`src/cam_pkg.sv`:
```
/*
  Shared widths, vector types, bus structs and the capture FSM states
  of the camera path. Design files reach them by scoped names.
*/
`default_nettype none

package cam_pkg;

  // ========================================
  // Widths and sizes
  // ========================================
  localparam int PIXEL_W     = 12;   // Raw sample and each colour channel
  localparam int COORD_W     = 16;   // Column and row counters
  localparam int FRAME_CNT_W = 24;   // Six hex digits worth of frames
  localparam int LINE_PIXELS = 640;  // Longest supported line
  localparam int LINE_ADDR_W = $clog2(LINE_PIXELS);
  localparam int HEX_DIGITS  = 6;    // Digits on the board

  // ========================================
  // Vector types
  // ========================================
  typedef logic [PIXEL_W-1:0]     pixel_t;      // Raw sample or one channel
  typedef logic [COORD_W-1:0]     coord_t;      // Column or row index
  typedef logic [FRAME_CNT_W-1:0] frame_cnt_t;  // Captured frame count

  // Active low, segment a in bit 0 up to g in bit 6
  typedef logic [6:0] seg7_t;

  // ========================================
  // Bus structs
  // ========================================
  // One sample from the sensor bus
  typedef struct packed {
    logic   fval;  // Frame valid
    logic   lval;  // Line valid
    pixel_t data;
  } sensor_bus_t;

  // One captured pixel with its position
  typedef struct packed {
    logic   valid;  // One-cycle strobe
    coord_t x;
    coord_t y;
    pixel_t data;
  } bayer_pix_t;

  // One demosaiced output pixel
  typedef struct packed {
    logic   valid;  // One-cycle strobe
    pixel_t r;
    pixel_t g;
    pixel_t b;
  } rgb_pix_t;

  // Capture FSM
  typedef enum logic [1:0] {
    CAP_STOPPED,  // Idle, no start seen
    CAP_ARMED,    // Waiting for next frame rise
    CAP_FRAME,    // Inside a captured frame
    CAP_LAST      // Captured frame, stop pending
  } capture_state_t;

endpackage

`default_nettype wire
```
`src/ccd_capture.sv`:
```
/*
  Frame-gated capture of the registered sensor bus. Start and stop
  arm and disarm at frame boundaries; captured pixels leave tagged with
  column and row one cycle later, and captured frames are counted.
*/
`default_nettype none

module ccd_capture (
  input  logic                 CLOCK_50,
  input  logic                 rst_n,
  input  cam_pkg::sensor_bus_t sensor,
  input  logic                 start,
  input  logic                 stop,
  output cam_pkg::bayer_pix_t  pix,
  output cam_pkg::frame_cnt_t  frame_count
);

  cam_pkg::capture_state_t state;
  cam_pkg::capture_state_t state_nxt;
  logic                    fval_d;      // Previous fval
  logic                    lval_d;      // Previous lval
  logic                    frame_rise;
  logic                    line_fall;
  logic                    cap_frame;   // This sample belongs to a captured frame
  logic                    cap_pix;
  cam_pkg::coord_t         x_cnt;       // Next column index
  cam_pkg::coord_t         y_cnt;       // Completed lines
  cam_pkg::frame_cnt_t     frame_cnt;
  logic                    pix_valid;
  cam_pkg::coord_t         pix_x;
  cam_pkg::coord_t         pix_y;
  cam_pkg::pixel_t         pix_data;

  // ========================================
  // Edge detect and gating
  // ========================================
  assign frame_rise = sensor.fval & ~fval_d;
  assign line_fall  = lval_d & ~sensor.lval;

  // Armed at the rise cycle counts as captured
  assign cap_frame = (state == cam_pkg::CAP_FRAME) || (state == cam_pkg::CAP_LAST) ||
                     ((state == cam_pkg::CAP_ARMED) && frame_rise);
  assign cap_pix   = cap_frame & sensor.fval & sensor.lval;

  // ========================================
  // Capture FSM
  // ========================================
  always_comb
  begin
    state_nxt = state;
    case (state)
      cam_pkg::CAP_STOPPED:
        if (start)
          state_nxt = cam_pkg::CAP_ARMED;
      cam_pkg::CAP_ARMED:
        if (frame_rise)
          state_nxt = stop ? cam_pkg::CAP_LAST : cam_pkg::CAP_FRAME;  // Frame taken anyway
        else if (stop)
          state_nxt = cam_pkg::CAP_STOPPED;                           // Outside frame
      cam_pkg::CAP_FRAME:
        if (!sensor.fval)
          state_nxt = stop ? cam_pkg::CAP_STOPPED : cam_pkg::CAP_ARMED;
        else if (stop)
          state_nxt = cam_pkg::CAP_LAST;   // Let this frame finish
      cam_pkg::CAP_LAST:
        if (!sensor.fval)
          state_nxt = start ? cam_pkg::CAP_ARMED : cam_pkg::CAP_STOPPED;
        else if (start)
          state_nxt = cam_pkg::CAP_FRAME;  // Re-armed before frame end
      default:
        state_nxt = cam_pkg::CAP_STOPPED;
    endcase
  end

  // ========================================
  // Control registers and counters
  // ========================================
  always_ff @(posedge CLOCK_50 or negedge rst_n)
  begin
    if (!rst_n)
    begin
      state     <= cam_pkg::CAP_STOPPED;
      fval_d    <= 1'b0;
      lval_d    <= 1'b0;
      x_cnt     <= '0;
      y_cnt     <= '0;
      frame_cnt <= '0;
      pix_valid <= 1'b0;
    end
    else
    begin
      state     <= state_nxt;
      fval_d    <= sensor.fval;
      lval_d    <= sensor.lval;
      pix_valid <= cap_pix;
      if ((state == cam_pkg::CAP_ARMED) && frame_rise)
        frame_cnt <= frame_cnt + 1'b1;  // One per captured frame
      if (!sensor.fval)
      begin
        x_cnt <= '0;  // Idle between frames
        y_cnt <= '0;
      end
      else if (cap_pix)
        x_cnt <= x_cnt + 1'b1;
      else if (line_fall)
      begin
        x_cnt <= '0;
        if (cap_frame)
          y_cnt <= y_cnt + 1'b1;
      end
    end
  end

  // Pixel payload
  always_ff @(posedge CLOCK_50)
  begin
    if (cap_pix)
    begin
      pix_x    <= x_cnt;
      pix_y    <= y_cnt;
      pix_data <= sensor.data;
    end
  end

  assign pix         = '{valid: pix_valid, x: pix_x, y: pix_y, data: pix_data};
  assign frame_count = frame_cnt;

endmodule

`default_nettype wire

```
`config.mk`:
```
export PLATFORM = sky130hd
export DESIGN_NAME = ccd_capture
export DESIGN_NICKNAME = d
export VERILOG_FILES = /design/src/cam_pkg.sv /design/src/ccd_capture.sv
export SDC_FILE = /design/constraint.sdc
export NUM_CORES = 1
export LEC_CHECK = 0
export BUFFER_PORTS_ARGS = -buffer_cell sky130_fd_sc_hd__buf_2
export CAP_MARGIN = 20
export CORE_ASPECT_RATIO = 1.75
export CORE_UTILIZATION = 59
export DETAILED_ROUTE_END_ITERATION = 7
export PLACE_DENSITY_LB_ADDON = 0.2
export SLEW_MARGIN = 30
export SYNTH_ARGS = -nofsm -noshare
export SYNTH_HDL_FRONTEND = slang
export SYNTH_SLANG_ARGS = --single-unit
export TNS_END_PERCENT = 30
```
`constraint.sdc`:
```
create_clock -name CLOCK_50 -period 5.9 [get_ports CLOCK_50]
set_clock_uncertainty 0.2 [all_clocks]
set_input_delay 0.59 -clock CLOCK_50 [delete_from_list [all_inputs] [get_ports CLOCK_50]]
set_output_delay 0.59 -clock CLOCK_50 [all_outputs]
set_load 0.005 [all_outputs]
```
==> run_results.csv <==
group,metric,value,unit
die,start_util,0.6117,
drt,wirelength_met1,3229,µm
setup_path,reg2reg_to,"x_cnt[3]",
setup_path,cp-start-kind,"input pin",
cells_and_area,nFillCells,514,
placed_design,gp_congestion,0.7868,
synthesis,ys_ff_latch,105,
synthesis,synth-edff-count,44,
timing,setup_violations,0,
setup_path,endpoint_kind,"flip-flop",
synthesis,synth_top_area_frac,0.3475,
drt,wl_met3,372,µm
power,ir_worst_vdd,0.2346,mV
die,rows,41,
synthesis,yosys_warnings,0,
synthesis,synth_top_family_by_area,"simple AND/OR/NAND/NOR gates",
die,io_pins,87,
synthesis,async_flop_share,0.5810,
timing,slew_headroom,0.3623,
drt,wl,7920,µm
drt,antenna_left,0,
synthesis,netlist_top_cells_count,"dfrtp_1, edfxtp_1, nand2_1, xnor2_1, nand3_1",
drt,vias,2977,
synthesis,synth_area_leader_cell,"dfrtp_1",
setup_path,worstPathArrival,2.63,ns
clock_network,cts.path.max_buffers,2,
synthesis,netlist_instances,339,
drt,via_per_inst,5.781,
timing,max_freq,389.7,MHz
grt,antenna_found_initial,0,
setup_path,path_class,"in2reg",
synthesis,synthFlopType,"dfrtp_1",
grt,grt_usage,0.2236,
setup_path,reg2reg_slack,3.43,ns
die,dieArea,7808,µm²
timing,slew_viol_final,0,
clock_network,ctsResizeCount,0,
grt,grt_pass1_wl,12920,µm
cells_and_area,antenna_cells,0,
synthesis,netlist_area,4393,µm²
synthesis,syn_area_per_cell,12.96,µm²
timing,worstMarginPinSlew,0.9530,ns
clock_network,holdBufCountCts,0,
clock_network,cts_buffers,9,
cells_and_area,synthToLayoutAreaGrowth,17.92,%
synthesis,syn-num-nets,360,
outcome,outcome,"finished clean",
cells_and_area,drive_gt1_frac,0.2681,
min_path,worstHoldPathType,"in2async",
clock_network,cts_tree,"built",
setup_path,cp.required,5.96,ns
clock_network,clk_latency,0.35,ns
grt,grt_overflow,0,
placed_design,io_buffers,86,
drt,wl_per_cell,15.38,µm
synthesis,yosysMostFrequentCell,"dfrtp_1",
job,drv_cap,0,
drt,remaining_drc_errors,0,
placed_design,hpwl,5336,µm
synthesis,synth_compound_area_frac,0.07605,
drt,drtIter0Drc,227,
grt,grt_pass1_vias,2824,
setup_path,crit_fanout,18,
synthesis,synth_mux_area_frac,0.02763,
drt,met2WireLength,4147,µm
synthesis,synth_cell_types,53,
drt,top_layer,"met4",
synthesis,synth_simple_gate_area_frac,0.1615,
cells_and_area,nNetsFinal,445,
clock_network,cts_setup_buffers,0,
synthesis,synthAdderAreaFrac,0.008545,
power,p_per_area,313.1,nW/µm²
synthesis,seq_area_frac_synth,0.6482,
die,die_h,116.1,µm
placed_design,dp_cells,499,
die,die_w,67.23,µm
clock_network,clk_pin_slew,0.07,ns
clock_network,htreeDepth,3,
cells_and_area,layoutNonFillerInstCount,515,
timing,rsz0062_at_grt,"false",
setup_path,reg2regPathDepth,5,
power,leakagePower,2.237,nW
synthesis,synth-xor-area-share,0.05184,
clock_network,clock_sinks,105,
timing,min_period_over_period,0.4350,
die,coreArea,7182,µm²
grt,grt_max_degree,62,
timing,finalSetupTns,0,ns
timing,min_period,2.566,ns
timing,final-hold-violation-count,0,
setup_path,r2r-start,"state[0]",
synthesis,synth.area.top_cells,"dfrtp_1, edfxtp_1, xnor2_1",
drt,drtPass1Iterations,4,
clock_network,cts_root_buf,"clkbuf_16",
==> state kept, by name, indices dropped and copies added, names as in the netlist <==
| name | count |
|---|---|
| state | 2 |
| x_cnt | 16 |
| pix_y | 16 |
| lval_d | 1 |
| y_cnt | 16 |
| pix_valid | 1 |
| pix_data | 12 |
| fval_d | 1 |
| pix_x | 16 |
| frame_count | 24 |
==> through the flow <==
step	worst slack, ns	instance area (µm²)	utilization	power [mW]	hold WS, ns
6_report	3.334	5180	0.7213	1.622	0.1907
5_1_grt	3.131	5180	0.7213	1.678	0.2074
4_1_cts	3.312	5180	0.7213	1.631	0.2056
3_5_place_dp	2.958	4867	0.6777	1.013	0.2615
3_3_place_gp	3.021	4865	0.6774	1.004	0.2521
2_1_floorplan	3.618	4393	-	0.9497	0.09441
==> cell families (layout without fill, tap and decap cells) <==
family	Yosys count	after routing
and+or+nand+nor	120	120
muxes	12	12
buffers and inverters	24	114
adders and majority gates	3	3
AOI/OAI and AO/OA	49	49
DFF	105	105
xor gates and xnor gates	26	26
==> cell type report <==
cell class	count	area, µm²	area share
inverter	11	43.79	0.008454
multi-input combinational	210	1430	0.2761
clock buffer	10	229.0	0.04420
timing repair buffer	87	437.9	0.08454
tap	86	107.6	0.02077
clock inverter	6	83.83	0.01618
sequential	105	2848	0.5498
==> metal layers <==
layer / track usage / up-vias
met5: 0 / -
met2: 0.3667 / 94
li1: - / 1408
met3: 0.03711 / 15
met1: 0.2803 / 1460
met4: 0.1163 / 0
==> how the worst max path moves through the flow <==
stage	startpoint	end	slack, ns	cells after the start
floorplan	sensor[13]	x_cnt[5]	3.62	6
global placement	sensor[13]	x_cnt[3]	3.02	5
detailed placement	sensor[13]	x_cnt[9]	2.96	5
CTS	sensor[13]	x_cnt[9]	3.31	5
global route	sensor[13]	x_cnt[11]	3.13	5
finish	sensor[13]	x_cnt[9]	3.33	5
==> layout by cell type (no fill, tap or decap), drive strengths merged, types with 6 or more instances in the layout <==
cell and n:
dfrtp 61, edfxtp 44, xnor2 20, mux2i 11, o21ai 11, buf 87, or3 10, nand4 14
nand2 32, inv 10, nor2 14, nand3 19, a21oi 12, xor2 6, clkbuf 10
==> power breakdown <==
group | switching (mW) | internal (mW) | total (mW)
registers | 0.0389 | 0.811 | 0.850
logic | 0.0843 | 0.0634 | 0.148
clock network | 0.255 | 0.370 | 0.624
total | 0.378 | 1.24 | 1.62
==> critical path, stage by stage <==
cell	delay (ns)
buf_2	0.22
clkinv_1	0.46
nor2_1	0.90
nand2_1	0.23
a31oi_1	0.23
(Power assumes the default switching activity.)
