## src/cam_pkg.sv

```systemverilog
/*
  Shared widths, vector types, bus structs and the capture FSM states
  of the camera path. Design files reach them by scoped names.
*/
`default_nettype none

package cam_pkg;

  // ========================================
  // Widths and sizes
  // ========================================
  localparam int PIXEL_W     = 12;   // Raw sample and each colour channel
  localparam int COORD_W     = 16;   // Column and row counters
  localparam int FRAME_CNT_W = 24;   // Six hex digits worth of frames
  localparam int LINE_PIXELS = 640;  // Longest supported line
  localparam int LINE_ADDR_W = $clog2(LINE_PIXELS);
  localparam int HEX_DIGITS  = 6;    // Digits on the board

  // ========================================
  // Vector types
  // ========================================
  typedef logic [PIXEL_W-1:0]     pixel_t;      // Raw sample or one channel
  typedef logic [COORD_W-1:0]     coord_t;      // Column or row index
  typedef logic [FRAME_CNT_W-1:0] frame_cnt_t;  // Captured frame count

  // Active low, segment a in bit 0 up to g in bit 6
  typedef logic [6:0] seg7_t;

  // ========================================
  // Bus structs
  // ========================================
  // One sample from the sensor bus
  typedef struct packed {
    logic   fval;  // Frame valid
    logic   lval;  // Line valid
    pixel_t data;
  } sensor_bus_t;

  // One captured pixel with its position
  typedef struct packed {
    logic   valid;  // One-cycle strobe
    coord_t x;
    coord_t y;
    pixel_t data;
  } bayer_pix_t;

  // One demosaiced output pixel
  typedef struct packed {
    logic   valid;  // One-cycle strobe
    pixel_t r;
    pixel_t g;
    pixel_t b;
  } rgb_pix_t;

  // Capture FSM
  typedef enum logic [1:0] {
    CAP_STOPPED,  // Idle, no start seen
    CAP_ARMED,    // Waiting for next frame rise
    CAP_FRAME,    // Inside a captured frame
    CAP_LAST      // Captured frame, stop pending
  } capture_state_t;

endpackage

`default_nettype wire
```

## src/hex_display.sv

```systemverilog
/*
  Frame count to six hex digits. Purely combinational; hex0 carries the
  least significant nibble, segments are active low.
*/
`default_nettype none

module hex_display (
  input  cam_pkg::frame_cnt_t frame_count,
  output cam_pkg::seg7_t      hex0,
  output cam_pkg::seg7_t      hex1,
  output cam_pkg::seg7_t      hex2,
  output cam_pkg::seg7_t      hex3,
  output cam_pkg::seg7_t      hex4,
  output cam_pkg::seg7_t      hex5
);

  cam_pkg::seg7_t seg [cam_pkg::HEX_DIGITS];

  // Active-low pattern, bit 0 is segment a
  function automatic cam_pkg::seg7_t nibble_to_seg(input logic [3:0] nib);
    case (nib)
      4'h0:    return 7'h40;
      4'h1:    return 7'h79;
      4'h2:    return 7'h24;
      4'h3:    return 7'h30;
      4'h4:    return 7'h19;
      4'h5:    return 7'h12;
      4'h6:    return 7'h02;
      4'h7:    return 7'h78;
      4'h8:    return 7'h00;
      4'h9:    return 7'h10;
      4'hA:    return 7'h08;
      4'hB:    return 7'h03;  // Lower case b
      4'hC:    return 7'h46;
      4'hD:    return 7'h21;  // Lower case d
      4'hE:    return 7'h06;
      default: return 7'h0E;  // F
    endcase
  endfunction

  // One nibble per digit
  always_comb
  begin
    for (int i = 0; i < cam_pkg::HEX_DIGITS; i++)
      seg[i] = nibble_to_seg(frame_count[4*i +: 4]);
  end

  assign hex0 = seg[0];
  assign hex1 = seg[1];
  assign hex2 = seg[2];
  assign hex3 = seg[3];
  assign hex4 = seg[4];
  assign hex5 = seg[5];

endmodule

`default_nettype wire

```

## config.mk

```make
export PLATFORM = sky130hd
export DESIGN_NAME = hex_display
export DESIGN_NICKNAME = d
export VERILOG_FILES = /design/src/cam_pkg.sv /design/src/hex_display.sv
export SDC_FILE = /design/constraint.sdc
export NUM_CORES = 1
export LEC_CHECK = 0
export BUFFER_PORTS_ARGS = -buffer_cell sky130_fd_sc_hd__buf_2
export CORE_MARGIN = 4
export CORE_UTILIZATION = 47
export DETAILED_ROUTE_END_ITERATION = 7
export PLACE_DENSITY = 0.87
export SETUP_SLACK_MARGIN = 0.2
export SYNTH_ARGS = -nofsm -noshare
export SYNTH_HDL_FRONTEND = slang
export SYNTH_SLANG_ARGS = --single-unit
```

## constraint.sdc

```tcl
create_clock -name vclk -period 1.01
set_clock_uncertainty 0.2 [all_clocks]
set_input_delay 0.0505 -clock vclk [all_inputs]
set_output_delay 0.0505 -clock vclk [all_outputs]
set_load 0.01 [all_outputs]
```

==> impl_metrics.py, run 1 <==
metrics = {
    "place": {
        "dp_hpwl_um": 4463,
        "gp_congestion": 0.8867,
        "placed_area_mm2": 0.002887,
        "io_buffer_count": 66,
    },
    "run_status": {
        "lastStage": "4_1_cts",
        "stop_error": "[ERROR DPL-0038] Utilization greater than 100%, impossible to legalize",
        "status": "did not finish",
    },
    "yosys": {
        "yosys_warnings": 0,
        "yosys-top-cells-area": "ha_1 (32%), mux2i_1 (12%), a22o_1 (5.4%)",
        "synth_seq_area_share": 0,
        "syn_area_mm2": 0.001618,
        "synth_nets": 255,
        "yosysUniqueCellTypes": 25,
        "avgSynthCellArea_um2": 8.560,
        "synth_top_area_cell": "ha_1",
        "synth_cells": 189,
        "synth_top_area_frac": 0.3248,
    },
    "clocking": {
        "post_cts.repair.setup_buffers": 12,
        "cts_hold_buf": 0,
        "cts_resized": 122,
    },
    "die": {
        "fp.dieW_um": 66.67,
        "std_cell_rows": 21,
        "start_util": 0.4848,
        "pin_count": 66,
        "die_y_um": 66.67,
    },
}
kinds of logic after synthesis:
| family | Yosys count | share of synthesized area |
|---|---|---|
| and+or+nand+nor | 45 | 0.1493 |
| AOI/OAI and AO/OA | 42 | 0.1856 |
| adders and majority gates | 42 | 0.3248 |
| muxes | 30 | 0.2428 |
| buffers and inverters | 30 | 0.09744 |
per-stage QoR:
stage | hold slack [ns] | setup WS [ns] | std cells
after global placement | 0.2373 | -0.4389 | 358
after floorplan | -0.006407 | -0.05610 | 189
after detailed placement | 0.2381 | -0.4718 | 358
synthesized netlist by cell type:
cell type and n:
ha_1 42, o21ai_0 6, o22ai_1 2, o21ai_1 8, buf_6 4, mux4_1 3
buf_4 2, mux2i_1 19, nand2_1 3, a21oi_1 3, nand2b_1 2, a22o_1 10
inv_1 18, nor2b_1 8, buf_2 6, o31ai_1 5, a32o_1 6, mux2_2 2
mux4_2 3, or3b_1 6, and2_1 4, nor2_1 19, nor2_2 3, o31a_1 2
mux2_1 3
==> run 2, diff against run 1 <==
--- a/config.mk
+++ b/config.mk
@@ -7,10 +7,9 @@
 export LEC_CHECK = 0
 export BUFFER_PORTS_ARGS = -buffer_cell sky130_fd_sc_hd__buf_2
 export CORE_MARGIN = 4
-export CORE_UTILIZATION = 47
+export CORE_UTILIZATION = 40
 export DETAILED_ROUTE_END_ITERATION = 7
-export PLACE_DENSITY = 0.87
-export SETUP_SLACK_MARGIN = 0.2
+export PLACE_DENSITY_LB_ADDON = 0.15
 export SYNTH_ARGS = -nofsm -noshare
 export SYNTH_HDL_FRONTEND = slang
 export SYNTH_SLANG_ARGS = --single-unit
==> constraint.sdc (replaced) <==
create_clock -name vclk -period 1.3
set_clock_uncertainty 0.2 [all_clocks]
set_input_delay 0.065 -clock vclk [all_inputs]
set_output_delay 0.065 -clock vclk [all_outputs]
set_load 0.01 [all_outputs]
==> run 2 against run 1 <==
The flow now finishes, with violations (setup timing). Area after synthesis did not move. Synthesized cell count did not move.
==> impl_metrics.py, run 2 <==
metrics = {
    "final_layout": {
        "design.seq.count": 0,
        "num_antenna_cells": 0,
        "syn_to_final_growth_pct": 102.6,
        "final_nets": 389,
        "layout_commonest_cell": "buf_4",
        "instances_no_fill": 369,
        "fillCellCount": 194,
        "postLayoutCoreUtil": 0.8689,
        "regArea_um2": 0,
        "layout_common_cells": "buf_4 (64), buf_2 (46), ha_4 (28)",
        "n_clock_buffer": 0,
        "layout-drive-gt1-share": 0.7134,
        "multiInputGateArea_mm2": 0.001881,
    },
    "routing": {
        "vias": 1951,
        "drt-total-wl_um": 5973,
        "drt_iter0_markers": 55,
        "drt_pass1_iterations": 4,
        "drcViolationCount": 0,
        "ant_nets": 0,
        "viasPerCell": 5.287,
        "wl_per_cell_um": 16.19,
    },
    "run_status": {
        "status": "complete, but fails checks",
        "failed_checks": "setup timing",
    },
    "run": {
        "maxCapViolCount": 0,
    },
    "timing": {
        "setup_viol": 13,
        "period_needed_ns": 1.378,
        "fin_ws_ns": -0.07755,
        "slew-limit-headroom": 0.8211,
        "tightest_slew_ns": 0.2667,
        "fin_hold_ws_ns": 0.2912,
        "rsz0062_at_grt": "yes",
        "hold_viol_final": 0,
        "fin_crit_sh": 1.060,
        "drv_slew": 0,
        "max_freq_mhz": 725.9,
        "final.setup.tns_ns": -0.4881,
    },
    "worst_setup_path": {
        "endpoint": "hex1[3]",
        "crit_arrival_ns": 1.11,
        "crit_path_max_fanout": 4,
        "crit_type": "input port to primary output",
        "startpoint_type": "input port",
        "cp-end-kind": "primary output",
        "startpoint": "frame_count[4]",
        "cp.required_ns": 1.03,
    },
    "yosys": {
        "yosysMostFrequentCell": "ha_1",
        "avgSynthCellArea_um2": 8.560,
        "yosys_warnings": 0,
        "syn_area_mm2": 0.001618,
        "synth_top_area_frac": 0.3248,
        "synth_top_area_cell": "ha_1",
        "yosys-top-cells-area": "ha_1 (32%), mux2i_1 (12%), a22o_1 (5.4%)",
        "yosysUniqueCellTypes": 25,
        "synth_nets": 255,
        "ys_top_cells_by_count": "ha_1 (42), mux2i_1 (19), nor2_1 (19)",
        "synth_seq_area_share": 0,
        "synth_cells": 189,
    },
    "die": {
        "pin_count": 66,
        "core_mm2": 0.003771,
        "std_cell_rows": 22,
        "start_util": 0.4290,
        "fp.dieW_um": 71.60,
        "die_area_mm2": 0.005126,
        "die_y_um": 71.60,
    },
    "global_route": {
        "track_usage": 0.2024,
        "antenna_found_initial": 0,
        "grt.overflow.total": 0,
        "grt_start_max_net_pins": 13,
        "grt_pass1_vias": 1967,
        "grt_first_pass_wirelength_um": 8914,
    },
    "power_and_ir_drop": {
        "vdd_drop_max_mv": 0.2327,
        "p_per_area_mw_per_mm2": 349.5,
        "power.static_leakage_uw": 0.001566,
    },
    "place": {
        "dpl.cell_count": 350,
        "io_buffer_count": 66,
        "gp_congestion": 0.8688,
        "dp_hpwl_um": 3395,
    },
    "min_path": {
        "hold_class": "input port to primary output",
    },
}
## run 2: worst min-delay path by stage
stage	startpoint	endpoint	slack [ns]	depth (start not counted)
floorplan	frame_count[9]	hex2[6]	0.02	1
global placement	frame_count[4]	hex1[1]	0.30	3
detailed placement	frame_count[4]	hex1[1]	0.30	3
CTS	frame_count[4]	hex1[1]	0.29	3
global route	frame_count[4]	hex1[1]	0.32	3
finish	frame_count[4]	hex1[1]	0.29	3
## run 2: power breakdown
part	switching, uW	leakage [uW]	internal, uW
Combinational	521	0.00157	625
Clock	0	0	0
Sequential	0	0	0
Total	521	0.00157	625
## run 2: cell type report
class / count / share of cell area
inverter: 18 / 0.04658
timing repair buffer: 144 / 0.3612
tap: 48 / 0.01833
multi-input combinational: 159 / 0.5739
## run 2: worst max-delay path, cell delays in order
cell and delay, ns:
buf_12 0.09, inv_8 0.04, ha_4 0.27, inv_2 0.04, mux4_2 0.46, buf_6 0.14
## run 2: routing by layer
layer | GRT usage | vias up | wire (um)
li1 | - | 948 | -
met1 | 0.2422 | 923 | 2241
met2 | 0.3918 | 74 | 3300
met3 | 0.01964 | 6 | 368
met4 | 0.02923 | 0 | 62
met5 | 0 | - | 0
## run 2: stage by stage
step / total power, uW / area, um2 / setup WS, ns
3_5_place_dp: 785.1 / 2374 / -0.1968
4_1_cts: 1014 / 3034 / -0.05586
5_1_grt: 1235 / 3277 / -0.09783
6_report: 1145 / 3277 / -0.07755
3_3_place_gp: 775.4 / 2374 / -0.1557
2_1_floorplan: 421.4 / 1618 / 0.07500
## run 2: kinds of logic after synthesis
family | Yosys count | share of synthesized area
simple gates | 45 | 0.1493
mux | 30 | 0.2428
compound gates | 42 | 0.1856
fa+ha+maj | 42 | 0.3248
buf+inv | 30 | 0.09744
## run 2: what timing repair did
action | in CTS | in global routing
resized for setup | 150 | 51
setup endpoints to repair | 32 | 32
hold buffers | 0 | 0
pin swaps | 11 | 24
buffers inserted | 13 | 6
Power figures use the tool's default switching activity.
==> run 3, diff against run 2 <==
--- a/config.mk
+++ b/config.mk
@@ -7,7 +7,7 @@
 export LEC_CHECK = 0
 export BUFFER_PORTS_ARGS = -buffer_cell sky130_fd_sc_hd__buf_2
 export CORE_MARGIN = 4
-export CORE_UTILIZATION = 40
+export CORE_UTILIZATION = 30
 export DETAILED_ROUTE_END_ITERATION = 7
 export PLACE_DENSITY_LB_ADDON = 0.15
 export SYNTH_ARGS = -nofsm -noshare
==> run 3 against run 2 <==
The flow still finishes with violations (setup timing). Cell count up 2.4%. Die area up 29%. Sequential share of layout area unchanged. Highest routed layer unchanged. Utilization down 26 points. Largest power group unchanged. Clock-buffer cell count unchanged. Critical endpoint is now hex2[3]. Hold slack better by 0.045 ns.
==> impl_metrics.py, run 3 (synthesized netlist as in run 2, its figures left out) <==
metrics = {
    "worst_setup_path": {
        "crit_arrival_ns": 1.09,
        "crit_path_max_fanout": 4,
        "crit_type": "input port to primary output",
        "cp.required_ns": 1.03,
        "cp-end-kind": "primary output",
        "startpoint_type": "input port",
    },
    "place": {
        "io_buffer_count": 66,
        "gp_congestion": 0.7401,
        "dp_hpwl_um": 3389,
    },
    "routing": {
        "wl_per_cell_um": 12.80,
        "vias": 1808,
        "drt_iter0_markers": 41,
        "ant_nets": 0,
        "drcViolationCount": 0,
        "drt_pass1_iterations": 4,
        "drt-total-wl_um": 4839,
        "viasPerCell": 4.783,
    },
    "timing": {
        "tightest_slew_ns": 0.2391,
        "drv_slew": 0,
        "max_freq_mhz": 738.5,
        "rsz0062_at_grt": "yes",
        "slew-limit-headroom": 0.8393,
        "hold_viol_final": 0,
        "period_needed_ns": 1.354,
        "fin_ws_ns": -0.05419,
        "setup_viol": 9,
        "fin_crit_sh": 1.042,
    },
    "power_and_ir_drop": {
        "power.static_leakage_uw": 0.001487,
        "power_uw": 1059,
        "vdd_drop_max_mv": 0.1823,
        "p_per_area_mw_per_mm2": 334.5,
    },
    "run_status": {
        "failed_checks": "setup timing",
        "status": "complete, but fails checks",
    },
    "min_path": {
        "hold_end": "hex4[1]",
        "hold_class": "input port to primary output",
        "hold_depth": 3,
        "hp-start": "frame_count[18]",
    },
    "global_route": {
        "antenna_found_initial": 0,
        "grt_pass1_vias": 1739,
        "grt_first_pass_wirelength_um": 7748,
        "grt.overflow.total": 0,
        "track_usage": 0.1391,
        "grt_start_max_net_pins": 13,
    },
    "final_layout": {
        "n_clock_buffer": 0,
        "multiInputGateArea_mm2": 0.001851,
        "layout_common_cells": "buf_2 (47), buf_4 (45), ha_4 (27)",
        "final_nets": 376,
        "layout_commonest_cell": "buf_2",
        "postLayoutCoreUtil": 0.6120,
        "num_antenna_cells": 0,
        "layout-drive-gt1-share": 0.6786,
        "design.seq.count": 0,
        "syn_to_final_growth_pct": 95.67,
        "regArea_um2": 0,
        "fillCellCount": 429,
    },
    "die": {
        "fp.dieW_um": 81.44,
        "std_cell_rows": 26,
        "start_util": 0.3128,
        "core_mm2": 0.005172,
        "pin_count": 66,
        "die_area_mm2": 0.006632,
        "die_y_um": 81.44,
    },
    "run": {
        "maxCapViolCount": 0,
    },
}
[run 3: changes by cell type in the layout (fill, tap and decap cells not counted), sizes merged]
cell,change
buf,-13
[run 3: final cells by class]
class | instances | area share
multi-input cells | 159 | 0.5846
repair buffers | 131 | 0.3411
inverters | 18 | 0.04664
well taps | 70 | 0.02767
[run 3: report_power, final]
group / internal [uW] / switching [uW]
clock: 0 / 0
sequential: 0 / 0
combinational: 581 / 478
[run 3: how the worst max path moves through the flow]
stage / from / slack [ns] / to
5_1_grt: frame_count[21] / -0.07 / hex5[3]
6_report: frame_count[9] / -0.05 / hex2[3]
4_1_cts: frame_count[8] / -0.04 / hex2[3]
3_3_place_gp: frame_count[20] / -0.15 / hex5[3]
2_1_floorplan: frame_count[1] / 0.07 / hex0[3]
3_5_place_dp: frame_count[8] / -0.17 / hex2[3]
[run 3: routing by layer]
metal | vias up | global-route usage | share of wire
met3 | 2 | 0.003289 | 0.043
met1 | 847 | 0.1693 | 0.42
li1 | 917 | - | -
met4 | 0 | 0.01182 | 0.0035
met5 | - | 0 | 0
met2 | 42 | 0.2777 | 0.54
[run 3: critical path, stage by stage]
cell and delay (ns):
buf_8 0.08, inv_6 0.04, ha_4 0.25, inv_2 0.03, mux4_2 0.47, buf_6 0.14
[run 3: what timing repair did]
item,4_1_cts,5_1_grt
hold buffers,0,0
endpoints found under the hold margin,0,0
buffers inserted,9,3
resized for setup,153,36
endpoints found under the setup margin,30,27
pin swaps,14,24
[run 3: metrics by stage]
step	setup TNS, ns	instance area (um2)	hold WS (ns)	instances	setup WS [ns]
after detailed placement	-2.565	2364	0.3313	367	-0.1747
after global routing	-0.8103	3166	0.3607	378	-0.07147
after floorplan	0	1618	0.02259	189	0.07500
after global placement	-2.453	2364	0.3388	367	-0.1524
after CTS	-0.2920	3023	0.3343	376	-0.04455
final	-0.2958	3166	0.3365	378	-0.05419
==> run 4, diff against run 3 <==
==> constraint.sdc (replaced) <==
create_clock -name vclk -period 1.1
set_clock_uncertainty 0.2 [all_clocks]
set_input_delay 0.055 -clock vclk [all_inputs]
set_output_delay 0.055 -clock vclk [all_outputs]
set_load 0.01 [all_outputs]
==> run 4 against run 3 <==
The run still ends with setup timing left. Die area did not move. Critical path depth unchanged. Critical path type unchanged. Highest routed layer unchanged. Total power is 27% higher. Setup slack worse by 0.19 ns. Largest cell class unchanged.
==> impl_metrics.py, run 4 (synthesized netlist as in run 2, its figures left out) <==
metrics = {
    "die": {
        "fp.dieW_um": 81.44,
        "std_cell_rows": 26,
        "pin_count": 66,
        "start_util": 0.3128,
        "core_mm2": 0.005172,
        "die_y_um": 81.44,
        "die_area_mm2": 0.006632,
    },
    "place": {
        "dp_hpwl_um": 3648,
        "dpl.cell_count": 382,
        "gp_congestion": 0.7471,
        "io_buffer_count": 66,
    },
    "worst_setup_path": {
        "path_buf_inv": 4,
        "crit_family": "multiplexers",
        "cp.required_ns": 0.84,
        "crit_path_max_fanout": 4,
        "max_stage_delay_ns": 0.46,
        "startpoint_type": "input port",
        "cp-end-kind": "primary output",
        "crit_arrival_ns": 1.09,
        "slowest_stage": "mux4_2",
        "crit_type": "input port to primary output",
        "path_cells": "buf_12 > inv_8 > ha_4 > inv_2 > mux4_2 > buf_6",
    },
    "routing": {
        "drt_pass1_iterations": 4,
        "ant_nets": 0,
        "wl_per_cell_um": 12.82,
        "drcViolationCount": 0,
        "drt-total-wl_um": 5090,
        "drt_iter0_markers": 28,
        "vias": 1832,
        "viasPerCell": 4.615,
    },
    "final_layout": {
        "layout_common_cells": "buf_4 (66), buf_2 (45), ha_4 (30)",
        "num_antenna_cells": 0,
        "n_clock_buffer": 0,
        "regArea_um2": 0,
        "syn_to_final_growth_pct": 111.7,
        "postLayoutCoreUtil": 0.6621,
        "instances_no_fill": 397,
        "final_nets": 395,
        "design.seq.count": 0,
        "layout-drive-gt1-share": 0.7187,
        "layout_commonest_cell": "buf_4",
    },
    "power_and_ir_drop": {
        "p_per_area_mw_per_mm2": 392.3,
        "vdd_drop_max_mv": 0.2277,
        "power.static_leakage_uw": 0.001609,
        "power_uw": 1343,
    },
    "timing": {
        "tightest_slew_ns": 0.2059,
        "hold_viol_final": 0,
        "rsz0062_at_grt": "yes",
        "max_freq_mhz": 746.0,
        "drv_slew": 0,
        "period_needed_ns": 1.340,
        "fin_crit_sh": 1.219,
        "fin_ws_ns": -0.2404,
        "setup_viol": 35,
        "slew-limit-headroom": 0.8588,
    },
    "min_path": {
        "hold_depth": 3,
        "hp-start": "frame_count[6]",
        "hold_end": "hex1[0]",
        "hold_class": "input port to primary output",
    },
    "global_route": {
        "grt_pass1_vias": 1744,
        "track_usage": 0.1351,
        "grt_first_pass_wirelength_um": 7527,
        "antenna_found_initial": 0,
        "grt_start_max_net_pins": 10,
        "grt.overflow.total": 0,
    },
    "run_status": {
        "status": "complete, but fails checks",
        "failed_checks": "setup timing",
    },
    "run": {
        "maxCapViolCount": 0,
    },
    "clocking": {
        "cts_hold_buf": 0,
    },
}
-- run 4: cell count changes in the layout (fill, tap and decap cells not counted), sizes merged --
| cell | before | now |
|---|---|---|
| buf | 131 | 148 |
| clkbuf | 0 | 2 |
-- run 4: area by class of cell --
cell class                      instances  area, um2
Tap cell                               70      87.58
Fill cell                             376       1748
Inverter                               18      157.7
Timing Repair Buffer                  150       1275
Multi-Input combinational cell        159       1904
-- run 4: worst max-delay path by stage --
stage          slack, ns  endpoint       startpoint  cells past startpoint
2_1_floorplan      0.007   hex2[3]   frame_count[8]                      4
3_3_place_gp       -0.33   hex0[3]   frame_count[0]                      6
3_5_place_dp       -0.34   hex3[3]  frame_count[12]                      6
4_1_cts            -0.22   hex3[3]  frame_count[12]                      6
5_1_grt            -0.27   hex3[3]  frame_count[12]                      6
6_report           -0.24   hex5[3]  frame_count[20]                      6
-- run 4: repair_timing --
| action | 4_1_cts | 5_1_grt |
|---|---|---|
| gates cloned | 0 | 0 |
| resized for setup | 124 | 61 |
| pin swaps | 16 | 23 |
| buffers inserted | 9 | 8 |
| setup endpoints to repair | 42 | 42 |
-- run 4: power breakdown --
part	switching, uW	internal [uW]
Sequential	0	0
Combinational	586	757
Clock	0	0
Total	586	757
-- run 4: per-stage QoR --
stage          hold slack (ns)  setup TNS, ns  worst slack (ns)  instance area (um2)
3_5_place_dp            0.2546         -7.961           -0.3393                 2557
3_3_place_gp            0.2631         -7.767           -0.3269                 2557
2_1_floorplan         0.002593              0          0.007171                 1712
5_1_grt                 0.2892         -5.779           -0.2650                 3425
6_report                0.2616         -4.169           -0.2404                 3425
4_1_cts                 0.2546         -4.342           -0.2246                 3060
-- run 4: per-layer routing --
metal / global-route usage / up-vias / wire (um)
met5: 0 / - / 0
met4: 0.006757 / 0 / 70
met3: 0.002193 / 6 / 212
met2: 0.2704 / 44 / 2713
met1: 0.1663 / 825 / 2093
li1: - / 957 / -
